**config.mk**
```make
export PLATFORM = sky130hd
export DESIGN_NAME = offload_top
export DESIGN_NICKNAME = d
export VERILOG_FILES = /design/src/source/offload_pkg.sv /design/src/source/unit_rsp_if.sv /design/src/source/unit_req_if.sv /design/src/source/offload_top.sv /design/src/source/wb_arbiter.sv /design/src/source/accel_unit.sv /design/src/source/muldiv_unit.sv /design/src/source/op_dispatch.sv
export SDC_FILE = /design/constraint.sdc
export NUM_CORES = 1
export LEC_CHECK = 0
export BUFFER_PORTS_ARGS = -buffer_cell sky130_fd_sc_hd__buf_2
export CAP_MARGIN = 40
export CORE_AREA = 2 2 209 211
export CTS_CLUSTER_DIAMETER = 60
export DETAILED_ROUTE_END_ITERATION = 12
export DIE_AREA = 0 0 211 213
export MAX_ROUTING_LAYER = met4
export PLACE_DENSITY = 0.86
export SYNTH_ARGS = -nofsm -noshare
export SYNTH_HDL_FRONTEND = slang
export SYNTH_HIERARCHICAL = 1
export SYNTH_SLANG_ARGS = --single-unit
export TNS_END_PERCENT = 100
```
**constraint.sdc**
```tcl
create_clock -name clk -period 11.1 [get_ports clk]
set_clock_uncertainty 0.2 [all_clocks]
set_input_delay 1.665 -clock clk [delete_from_list [all_inputs] [get_ports clk]]
set_output_delay 1.665 -clock clk [all_outputs]
set_load 0.01 [all_outputs]
```
**src/source/offload_pkg.sv**
```systemverilog
package offload_pkg;

    // data word and hart numbering.
    localparam int xlen = 32;
    localparam int hart_num = 2;
    localparam int reg_addr_w = 5;

    typedef logic [xlen-1:0] xlen_t;
    typedef logic [$clog2(hart_num)-1:0] hart_id_t;
    typedef logic [reg_addr_w-1:0] reg_addr_t;

    // opcode fields of the offloaded instructions.
    localparam logic [6:0] opcode_op = 7'b0110011;
    localparam logic [6:0] funct7_muldiv = 7'b0000001;
    localparam logic [6:0] opcode_custom1 = 7'b0101011;

    // M extension ops, encoded as funct3.
    typedef enum logic [2:0] {
        mul    = 3'd0,
        mulh   = 3'd1,
        mulhsu = 3'd2,
        mulhu  = 3'd3,
        div    = 3'd4,
        divu   = 3'd5,
        rem    = 3'd6,
        remu   = 3'd7
    } muldiv_op_e;

    // custom-1 accelerator ops, encoded as funct3.
    typedef enum logic [2:0] {
        popc  = 3'd0,
        clz   = 3'd1,
        brev  = 3'd2,
        bswap = 3'd3,
        min   = 3'd4,
        max   = 3'd5,
        minu  = 3'd6,
        maxu  = 3'd7
    } accel_op_e;

endpackage
```
**src/source/unit_rsp_if.sv**
```systemverilog
`timescale 1ns/1ps

interface unit_rsp_if;
    import offload_pkg::*;

    logic      busy;
    logic      done;
    xlen_t     result;
    hart_id_t  hart;
    reg_addr_t rd;

    modport unit (output busy, output done, output result, output hart, output rd);

    // the arbiter only sees finished results.
    modport arbiter (input done, input result, input hart, input rd);

    modport dispatch (input busy);

endinterface

```
**src/source/unit_req_if.sv**
```systemverilog
`timescale 1ns/1ps

interface unit_req_if;
    import offload_pkg::*;

    // start is a one-cycle pulse, the rest is valid only with it.
    logic      start;
    logic [2:0] op;
    xlen_t     a;
    xlen_t     b;
    hart_id_t  hart;
    reg_addr_t rd;

    modport dispatch (output start, output op, output a, output b, output hart, output rd);

    modport unit (input start, input op, input a, input b, input hart, input rd);

endinterface

```
**src/source/offload_top.sv**
```systemverilog
`timescale 1ns/1ps

module offload_top #(
    parameter int accel_latency = 4
) (
    input  logic                             clk,
    input  logic                             rst_n,
    input  logic                             issue,
    input  offload_pkg::hart_id_t            issue_hart,
    input  logic [31:0]                      issue_inst,
    input  offload_pkg::xlen_t               rs1_val,
    input  offload_pkg::xlen_t               rs2_val,
    output logic [offload_pkg::hart_num-1:0] hart_blocked,
    output logic                             muldiv_busy,
    output logic                             accel_busy,
    output logic                             wb_we,
    output offload_pkg::hart_id_t            wb_hart,
    output offload_pkg::reg_addr_t           wb_rd,
    output offload_pkg::xlen_t               wb_data
);

    unit_req_if muldiv_req ();
    unit_req_if accel_req ();
    unit_rsp_if muldiv_rsp ();
    unit_rsp_if accel_rsp ();

    assign muldiv_busy = muldiv_rsp.busy;
    assign accel_busy  = accel_rsp.busy;

    op_dispatch u_dispatch (
        .clk(clk),
        .rst_n(rst_n),
        .issue(issue),
        .issue_hart(issue_hart),
        .issue_inst(issue_inst),
        .rs1_val(rs1_val),
        .rs2_val(rs2_val),
        .wb_we(wb_we),
        .wb_hart(wb_hart),
        .muldiv_req(muldiv_req.dispatch),
        .accel_req(accel_req.dispatch),
        .muldiv_rsp(muldiv_rsp.dispatch),
        .accel_rsp(accel_rsp.dispatch),
        .hart_blocked(hart_blocked)
    );

    muldiv_unit u_muldiv (
        .clk(clk),
        .rst_n(rst_n),
        .req(muldiv_req.unit),
        .rsp(muldiv_rsp.unit)
    );

    accel_unit #(
        .accel_latency(accel_latency)
    ) u_accel (
        .clk(clk),
        .rst_n(rst_n),
        .req(accel_req.unit),
        .rsp(accel_rsp.unit)
    );

    wb_arbiter u_arbiter (
        .clk(clk),
        .rst_n(rst_n),
        .muldiv_rsp(muldiv_rsp.arbiter),
        .accel_rsp(accel_rsp.arbiter),
        .wb_we(wb_we),
        .wb_hart(wb_hart),
        .wb_rd(wb_rd),
        .wb_data(wb_data)
    );

endmodule

```
**src/source/wb_arbiter.sv**
```systemverilog
`timescale 1ns/1ps

module wb_arbiter (
    input  logic                   clk,
    input  logic                   rst_n,
    unit_rsp_if.arbiter            muldiv_rsp,
    unit_rsp_if.arbiter            accel_rsp,
    output logic                   wb_we,
    output offload_pkg::hart_id_t  wb_hart,
    output offload_pkg::reg_addr_t wb_rd,
    output offload_pkg::xlen_t     wb_data
);
    import offload_pkg::*;

    // slot 0 holds muldiv, slot 1 holds the accelerator.
    logic [1:0] cap_done;
    xlen_t      cap_result [2];
    hart_id_t   cap_hart [2];
    reg_addr_t  cap_rd [2];

    logic [1:0] slot_valid;
    xlen_t      slot_result [2];
    hart_id_t   slot_hart [2];
    reg_addr_t  slot_rd [2];
    logic [1:0] slot_fire;
    int         sel;

    assign cap_done      = {accel_rsp.done, muldiv_rsp.done};
    assign cap_result[0] = muldiv_rsp.result;
    assign cap_result[1] = accel_rsp.result;
    assign cap_hart[0]   = muldiv_rsp.hart;
    assign cap_hart[1]   = accel_rsp.hart;
    assign cap_rd[0]     = muldiv_rsp.rd;
    assign cap_rd[1]     = accel_rsp.rd;

    // muldiv wins when both slots are occupied.
    assign slot_fire[0] = slot_valid[0];
    assign slot_fire[1] = slot_valid[1] && !slot_valid[0];
    assign sel          = slot_valid[0] ? 0 : 1;

    assign wb_we   = |slot_valid;
    assign wb_hart = slot_hart[sel];
    assign wb_rd   = slot_rd[sel];
    assign wb_data = slot_result[sel];

    always_ff @(posedge clk) begin
        if (!rst_n) begin
            slot_valid <= '0;
        end else begin
            for (int i = 0; i < 2; i++) begin
                if (cap_done[i]) begin
                    slot_valid[i] <= 1'b1;
                end else if (slot_fire[i]) begin
                    slot_valid[i] <= 1'b0;
                end
            end
        end
    end

    always_ff @(posedge clk) begin
        for (int i = 0; i < 2; i++) begin
            if (cap_done[i]) begin
                slot_result[i] <= cap_result[i];
                slot_hart[i]   <= cap_hart[i];
                slot_rd[i]     <= cap_rd[i];
            end
        end
    end

endmodule

```
**src/source/accel_unit.sv**
```systemverilog
`timescale 1ns/1ps

module accel_unit #(
    parameter int accel_latency = 4
) (
    input  logic     clk,
    input  logic     rst_n,
    unit_req_if.unit req,
    unit_rsp_if.unit rsp
);
    import offload_pkg::*;

    localparam int cnt_w = $clog2(accel_latency + 1);

    accel_op_e        op_in;
    xlen_t            result_in;
    logic [cnt_w-1:0] cnt;
    logic             seen_one;

    assign op_in = accel_op_e'(req.op);

    always_comb begin
        result_in = '0;
        seen_one  = 1'b0;
        case (op_in)
            popc: begin
                for (int i = 0; i < xlen; i++) begin
                    result_in = result_in + xlen_t'(req.a[i]);
                end
            end
            clz: begin
                // zeros above the first one, xlen for a zero word.
                for (int i = xlen - 1; i >= 0; i--) begin
                    seen_one = seen_one | req.a[i];
                    result_in = result_in + xlen_t'(!seen_one);
                end
            end
            brev: begin
                for (int i = 0; i < xlen; i++) begin
                    result_in[i] = req.a[xlen-1-i];
                end
            end
            bswap:   result_in = {req.a[7:0], req.a[15:8], req.a[23:16], req.a[31:24]};
            min:     result_in = ($signed(req.a) < $signed(req.b)) ? req.a : req.b;
            max:     result_in = ($signed(req.a) < $signed(req.b)) ? req.b : req.a;
            minu:    result_in = (req.a < req.b) ? req.a : req.b;
            default: result_in = (req.a < req.b) ? req.b : req.a;
        endcase
    end

    always_ff @(posedge clk) begin
        if (!rst_n) begin
            rsp.busy <= 1'b0;
            rsp.done <= 1'b0;
            cnt      <= '0;
        end else begin
            rsp.done <= 1'b0;
            if (req.start) begin
                rsp.busy <= 1'b1;
                cnt      <= cnt_w'(accel_latency - 1);
            end else if (rsp.busy) begin
                cnt <= cnt - 1'b1;
                if (cnt == cnt_w'(1)) begin
                    rsp.busy <= 1'b0;
                    rsp.done <= 1'b1;
                end
            end
        end
    end

    always_ff @(posedge clk) begin
        if (req.start) begin
            rsp.result <= result_in;
            rsp.hart   <= req.hart;
            rsp.rd     <= req.rd;
        end
    end

endmodule

```
**src/source/muldiv_unit.sv**
```systemverilog
`timescale 1ns/1ps

module muldiv_unit (
    input  logic     clk,
    input  logic     rst_n,
    unit_req_if.unit req,
    unit_rsp_if.unit rsp
);
    import offload_pkg::*;

    localparam int cnt_w = $clog2(xlen);

    muldiv_op_e          op_in;
    logic                a_signed;
    logic                b_signed;
    logic                a_neg;
    logic                b_neg;
    logic                in_div;
    xlen_t               a_abs;
    xlen_t               b_abs;

    muldiv_op_e          op_q;
    logic                neg_q;
    logic                neg_r_q;
    xlen_t               opb;
    logic [2*xlen-1:0]   acc;
    logic [2*xlen-1:0]   acc_next;
    logic [xlen:0]       mul_sum;
    logic [xlen+1:0]     div_diff;
    logic [cnt_w-1:0]    step_cnt;
    logic                last_step;

    logic [2*xlen-1:0]   prod_fix;
    xlen_t               quo_fix;
    xlen_t               rem_fix;
    xlen_t               result_next;

    // operand preparation at start.
    assign op_in    = muldiv_op_e'(req.op);
    assign a_signed = op_in inside {mulh, mulhsu, div, rem};
    assign b_signed = op_in inside {mulh, div, rem};
    assign in_div   = op_in inside {div, divu, rem, remu};
    assign a_neg    = a_signed && req.a[xlen-1];
    assign b_neg    = b_signed && req.b[xlen-1];
    assign a_abs    = a_neg ? -req.a : req.a;
    assign b_abs    = b_neg ? -req.b : req.b;

    // one shift-add or restore-subtract step per cycle.
    always_comb begin
        mul_sum  = {1'b0, acc[2*xlen-1:xlen]} + (acc[0] ? {1'b0, opb} : '0);
        div_diff = {1'b0, acc[2*xlen-1:xlen-1]} - {2'b00, opb};
        if (op_q inside {div, divu, rem, remu}) begin
            if (!div_diff[xlen+1]) begin
                acc_next = {div_diff[xlen-1:0], acc[xlen-2:0], 1'b1};
            end else begin
                acc_next = {acc[2*xlen-2:0], 1'b0};
            end
        end else begin
            acc_next = {mul_sum, acc[xlen-1:1]};
        end
    end

    // sign fix on the final step.
    assign prod_fix = neg_q ? -acc_next : acc_next;
    assign quo_fix  = neg_q ? -acc_next[xlen-1:0] : acc_next[xlen-1:0];
    assign rem_fix  = neg_r_q ? -acc_next[2*xlen-1:xlen] : acc_next[2*xlen-1:xlen];

    always_comb begin
        case (op_q)
            mul:                 result_next = acc_next[xlen-1:0];
            mulh, mulhsu, mulhu: result_next = prod_fix[2*xlen-1:xlen];
            div, divu:           result_next = quo_fix;
            default:             result_next = rem_fix;
        endcase
    end

    assign last_step = (step_cnt == cnt_w'(xlen - 1));

    always_ff @(posedge clk) begin
        if (!rst_n) begin
            rsp.busy <= 1'b0;
            rsp.done <= 1'b0;
            step_cnt <= '0;
        end else begin
            rsp.done <= 1'b0;
            if (req.start) begin
                rsp.busy <= 1'b1;
                step_cnt <= '0;
            end else if (rsp.busy) begin
                step_cnt <= step_cnt + 1'b1;
                if (last_step) begin
                    rsp.busy <= 1'b0;
                    rsp.done <= 1'b1;
                end
            end
        end
    end

    always_ff @(posedge clk) begin
        if (req.start) begin
            op_q     <= op_in;
            // a zero divisor keeps the all-ones quotient unsigned.
            neg_q    <= (a_neg ^ b_neg) && !(in_div && (req.b == '0));
            neg_r_q  <= a_neg;
            acc      <= {{xlen{1'b0}}, (in_div ? a_abs : b_abs)};
            opb      <= in_div ? b_abs : a_abs;
            rsp.hart <= req.hart;
            rsp.rd   <= req.rd;
        end else if (rsp.busy) begin
            acc <= acc_next;
            if (last_step) begin
                rsp.result <= result_next;
            end
        end
    end

endmodule

```
**src/source/op_dispatch.sv**
```systemverilog
`timescale 1ns/1ps

module op_dispatch (
    input  logic                             clk,
    input  logic                             rst_n,
    input  logic                             issue,
    input  offload_pkg::hart_id_t            issue_hart,
    input  logic [31:0]                      issue_inst,
    input  offload_pkg::xlen_t               rs1_val,
    input  offload_pkg::xlen_t               rs2_val,
    input  logic                             wb_we,
    input  offload_pkg::hart_id_t            wb_hart,
    unit_req_if.dispatch                     muldiv_req,
    unit_req_if.dispatch                     accel_req,
    unit_rsp_if.dispatch                     muldiv_rsp,
    unit_rsp_if.dispatch                     accel_rsp,
    output logic [offload_pkg::hart_num-1:0] hart_blocked
);
    import offload_pkg::*;

    logic [6:0] opcode;
    logic [6:0] funct7;
    logic [2:0] funct3;
    reg_addr_t  rd;
    logic       is_muldiv;
    logic       is_accel;
    muldiv_op_e md_op;
    accel_op_e  ac_op;
    logic       muldiv_free;
    logic       accel_free;
    logic       hart_free;
    logic       muldiv_accept;
    logic       accel_accept;

    assign opcode = issue_inst[6:0];
    assign rd     = issue_inst[11:7];
    assign funct3 = issue_inst[14:12];
    assign funct7 = issue_inst[31:25];

    assign is_muldiv = (opcode == opcode_op) && (funct7 == funct7_muldiv);
    assign is_accel  = (opcode == opcode_custom1);
    assign md_op     = muldiv_op_e'(funct3);
    assign ac_op     = accel_op_e'(funct3);

    // busy only rises the cycle after start, so a pending start counts too.
    assign muldiv_free = !muldiv_rsp.busy && !muldiv_req.start;
    assign accel_free  = !accel_rsp.busy && !accel_req.start;
    assign hart_free   = !hart_blocked[issue_hart];

    assign muldiv_accept = issue && is_muldiv && hart_free && muldiv_free;
    assign accel_accept  = issue && is_accel && hart_free && accel_free;

    always_ff @(posedge clk) begin
        if (!rst_n) begin
            muldiv_req.start <= 1'b0;
            accel_req.start  <= 1'b0;
            hart_blocked     <= '0;
        end else begin
            muldiv_req.start <= muldiv_accept;
            accel_req.start  <= accel_accept;
            if (wb_we) begin
                hart_blocked[wb_hart] <= 1'b0;
            end
            if (muldiv_accept || accel_accept) begin
                hart_blocked[issue_hart] <= 1'b1;
            end
        end
    end

    // operands only matter while start is high.
    always_ff @(posedge clk) begin
        if (muldiv_accept) begin
            muldiv_req.op   <= md_op;
            muldiv_req.a    <= rs1_val;
            muldiv_req.b    <= rs2_val;
            muldiv_req.hart <= issue_hart;
            muldiv_req.rd   <= rd;
        end
        if (accel_accept) begin
            accel_req.op   <= ac_op;
            accel_req.a    <= rs1_val;
            accel_req.b    <= rs2_val;
            accel_req.hart <= issue_hart;
            accel_req.rd   <= rd;
        end
    end

endmodule

```
==> flow_metrics.py <==
metrics = {
    "timing": {
        "period_minus_slack_ns": 8.40,
        "setup_viol": 0,
        "grt_setup_unrepaired": "no",
        "period_share": 0.757,
        "tightest_slew_ns": 1.01,
        "slew_violations": 0,
        "fin_tns_setup_ns": 0,
        "hold_slack_ns": 0.217,
        "final-hold-violation-count": 0,
        "max_freq_ghz": 0.119,
        "slew_headroom": 0.324,
    },
    "yosys": {
        "ys_ff_latch": 417,
        "synth_cells": 2897,
        "syn-num-nets": 3176,
        "synth_edf_count": 367,
        "seq_area_frac_synth": 0.419,
        "syn_area_per_cell_sq_um": 9.91,
        "syn_area_sq_mm": 0.0287,
        "yosysUniqueCellTypes": 109,
        "synth.most_common_cell": "edfxtp_1",
        "async_flop_share": 0,
        "synthTopCellsByCount": "367 x edfxtp_1, 220 x a21oi_1, 217 x nor2_1, 201 x nand2_1, 191 x o21ai_0",
        "yosys-top-cells-area": "edfxtp_1 38%, ha_1 5.8%, a21oi_1 3.8%",
        "synth_top_cell_by_area": "edfxtp_1",
        "synth_top_area_frac": 0.384,
        "synth_ff_type": "edfxtp_1",
        "ys.warnings.count": 6,
    },
    "power": {
        "p_per_area_mw_per_mm2": 105,
        "p_switching_w": 0.000713,
        "p_seq_frac": 0.515,
        "power.leakage_nw": 12.0,
        "power_frac_clock": 0.466,
        "swShare": 0.217,
        "peakVddDrop_mv": 0.187,
        "p_comb_frac": 0.020,
        "p_int_w": 0.00257,
    },
    "floorplanning": {
        "die_h_microns": 213,
        "die-area_sq_mm": 0.0449,
        "io_pins": 143,
        "coreArea_sq_mm": 0.0427,
        "row_count": 76,
        "fp.dieW_microns": 211,
        "start_util": 0.673,
    },
    "place": {
        "post-dp-hpwl_mm": 71.6,
        "place_area_sq_mm": 0.0298,
        "io_buffers": 132,
        "place_congestion": 1.03,
    },
    "critical_path": {
        "required_ns": 11.25,
        "path_class": "reg -> reg",
        "worst_setup_path_end_kind": "flop",
        "start_kind": "flop",
        "crit_fanout": 7,
        "arrival_ns": 8.55,
    },
    "detailed_routing": {
        "wl_per_cell_microns": 27.2,
        "drt_iter0_markers": 3765,
        "vias": 25300,
        "wl_mm": 97.0,
        "ant_nets": 0,
        "first_pass_iters": 6,
        "viasPerCell": 7.08,
        "drc": 0,
    },
    "global_route": {
        "track_usage": 0.441,
        "grt_pass1_vias": 23800,
        "grt-ovfl-total": 0,
        "grt_pass1_wl_mm": 144,
        "antenna_found_initial": 12,
        "grt_max_degree": 78,
    },
    "cells_and_area": {
        "final_area_sq_mm": 0.0314,
        "drive_gt1_frac": 0.133,
        "finalNetCount": 3248,
        "syn_to_final_growth_pct": 9.25,
    },
    "flow_run": {
        "cap_violations": 0,
    },
    "clock_network": {
        "post_cts_buffers": 0,
        "numClockSinks": 417,
        "numCtsBuffers": 47,
        "cts_tree": "done",
        "clock_latency_ns": 0.60,
        "clkTransAtPathRegs_ns": 0.06,
        "clockRootBuffer": "clkbuf_16",
        "h-tree-depth": 2,
        "hold_buffers": 0,
        "ctsLongestPathBuffers": 3,
        "post_cts_resized": 0,
    },
    "outcome": {
        "status": "finished clean",
    },
    "worst_hold_path": {
        "hold_class": "reg -> reg",
    },
}
[metrics by stage]
stage / power [W] / util / setup WS [ns] / std cells
final: 0.00329 / 0.735 / 2.70 / 3565
after global routing: 0.00335 / 0.735 / 2.50 / 3563
after CTS: 0.00329 / 0.734 / 2.84 / 3552
after detailed placement: 0.00179 / 0.699 / 2.87 / 3465
after global placement: 0.00178 / 0.696 / 3.02 / 3456
after floorplan: 0.00175 / - / 3.80 / 2897
[power groups by stage]
stage,combinational (W),clock [W],sequential [W]
after floorplan,0.0000243,0,0.00173
after global placement,0.0000571,0,0.00173
after detailed placement,0.0000613,0,0.00173
after CTS,0.0000621,0.00154,0.00169
after global routing,0.0000670,0.00159,0.00169
final,0.0000645,0.00153,0.00169
[worst max-delay path, stage by stage (launching register included)]
cell and delay [ns]:
edfxtp_1 0.51, or4_4 0.62, nor4_4 0.31, nand4_2 0.21, or4_4 0.55, or2_4 0.28
inv_6 0.09, nand4_1 0.13, fa_1 0.54, fa_1 0.51, inv_1 0.05, fa_1 0.49
fa_1 0.44, fa_1 0.50, fa_1 0.54, ha_1 0.17, inv_1 0.06, fa_1 0.38
nor2b_1 0.17, o21a_1 0.14, nor2_1 0.05, xnor2_1 0.17, mux2i_1 0.12, o31ai_1 0.35
o21ai_0 0.15, a32oi_1 0.41
[flip-flops by register name, summed over array words and instances, names as in the netlist, 3 cells and up]
signal and flops:
u_accel/cnt 3, u_accel/rsp.rd 5, u_accel/rsp.result 32, u_arbiter/slot_rd 10, u_arbiter/slot_result 64, u_dispatch/accel_req.a 32
u_dispatch/accel_req.b 32, u_dispatch/accel_req.op 3, u_dispatch/accel_req.rd 5, u_dispatch/muldiv_req.a 32, u_dispatch/muldiv_req.b 32, u_dispatch/muldiv_req.op 3
u_dispatch/muldiv_req.rd 5, u_muldiv/acc 64, u_muldiv/op_q 3, u_muldiv/opb 32, u_muldiv/rsp.rd 5, u_muldiv/rsp.result 32
u_muldiv/step_cnt 5
[final cells by class]
cell class | instances | area (sq um)
clock buffer | 57 | 1230
sequential | 417 | 12000
antenna | 12 | 30.0
inverter | 168 | 636
timing repair buffer | 177 | 1060
fill | 2968 | 11300
clock inverter | 30 | 275
multi-input combinational | 2158 | 15400
tap | 546 | 683
[worst paths after layout]
kind / start / endpoint / slack [ns] / cells after the start
setup / recovery: u_dispatch/accel_req.a[30]$_DFFE_PP_ / u_accel/rsp.result[4]$_DFFE_PP_ / 2.70 / 25
hold / removal: u_muldiv/rsp.result[11]$_DFFE_PP_ / u_arbiter/slot_result[0][11]$_DFFE_PP_ / 0.22 / 0
setup reg to reg: u_dispatch/accel_req.a[30]$_DFFE_PP_ / u_accel/rsp.result[4]$_DFFE_PP_ / 2.70 / 25
hold reg to reg: u_muldiv/rsp.result[11]$_DFFE_PP_ / u_arbiter/slot_result[0][11]$_DFFE_PP_ / 0.22 / 0
[cells in the final DEF, fill, tap and decap left out, drive strengths merged, types with 50 or more instances in the layout]
| cell type | instances |
|---|---|
| inv | 176 |
| edfxtp | 367 |
| nor2 | 218 |
| o21ai | 205 |
| clkbuf | 57 |
| ha | 133 |
| a21oi | 221 |
| o31ai | 64 |
| mux2 | 65 |
| nor3 | 75 |
| nand2 | 201 |
| xor2 | 85 |
| dfxtp | 50 |
| xnor2 | 87 |
| buf | 177 |
| mux2i | 99 |
[cell families after synthesis]
family | share of synthesized area
AOI/OAI and AO/OA | 0.188
xor gates and xnor gates | 0.0532
adders and majority gates | 0.0900
buffers and inverters | 0.0450
DFF | 0.419
muxes | 0.0600
and+or+nand+nor | 0.145
[routing by layer]
metal	wire length (microns)	up-vias	part of all wire	global-route usage
met5	0	-	0	-
met4	6600	0	0.068	0.259
met3	11200	355	0.12	0.0937
met2	43900	1898	0.45	0.672
met1	35300	12000	0.36	0.546
li1	-	11000	-	-
(Power assumes the default switching activity.)
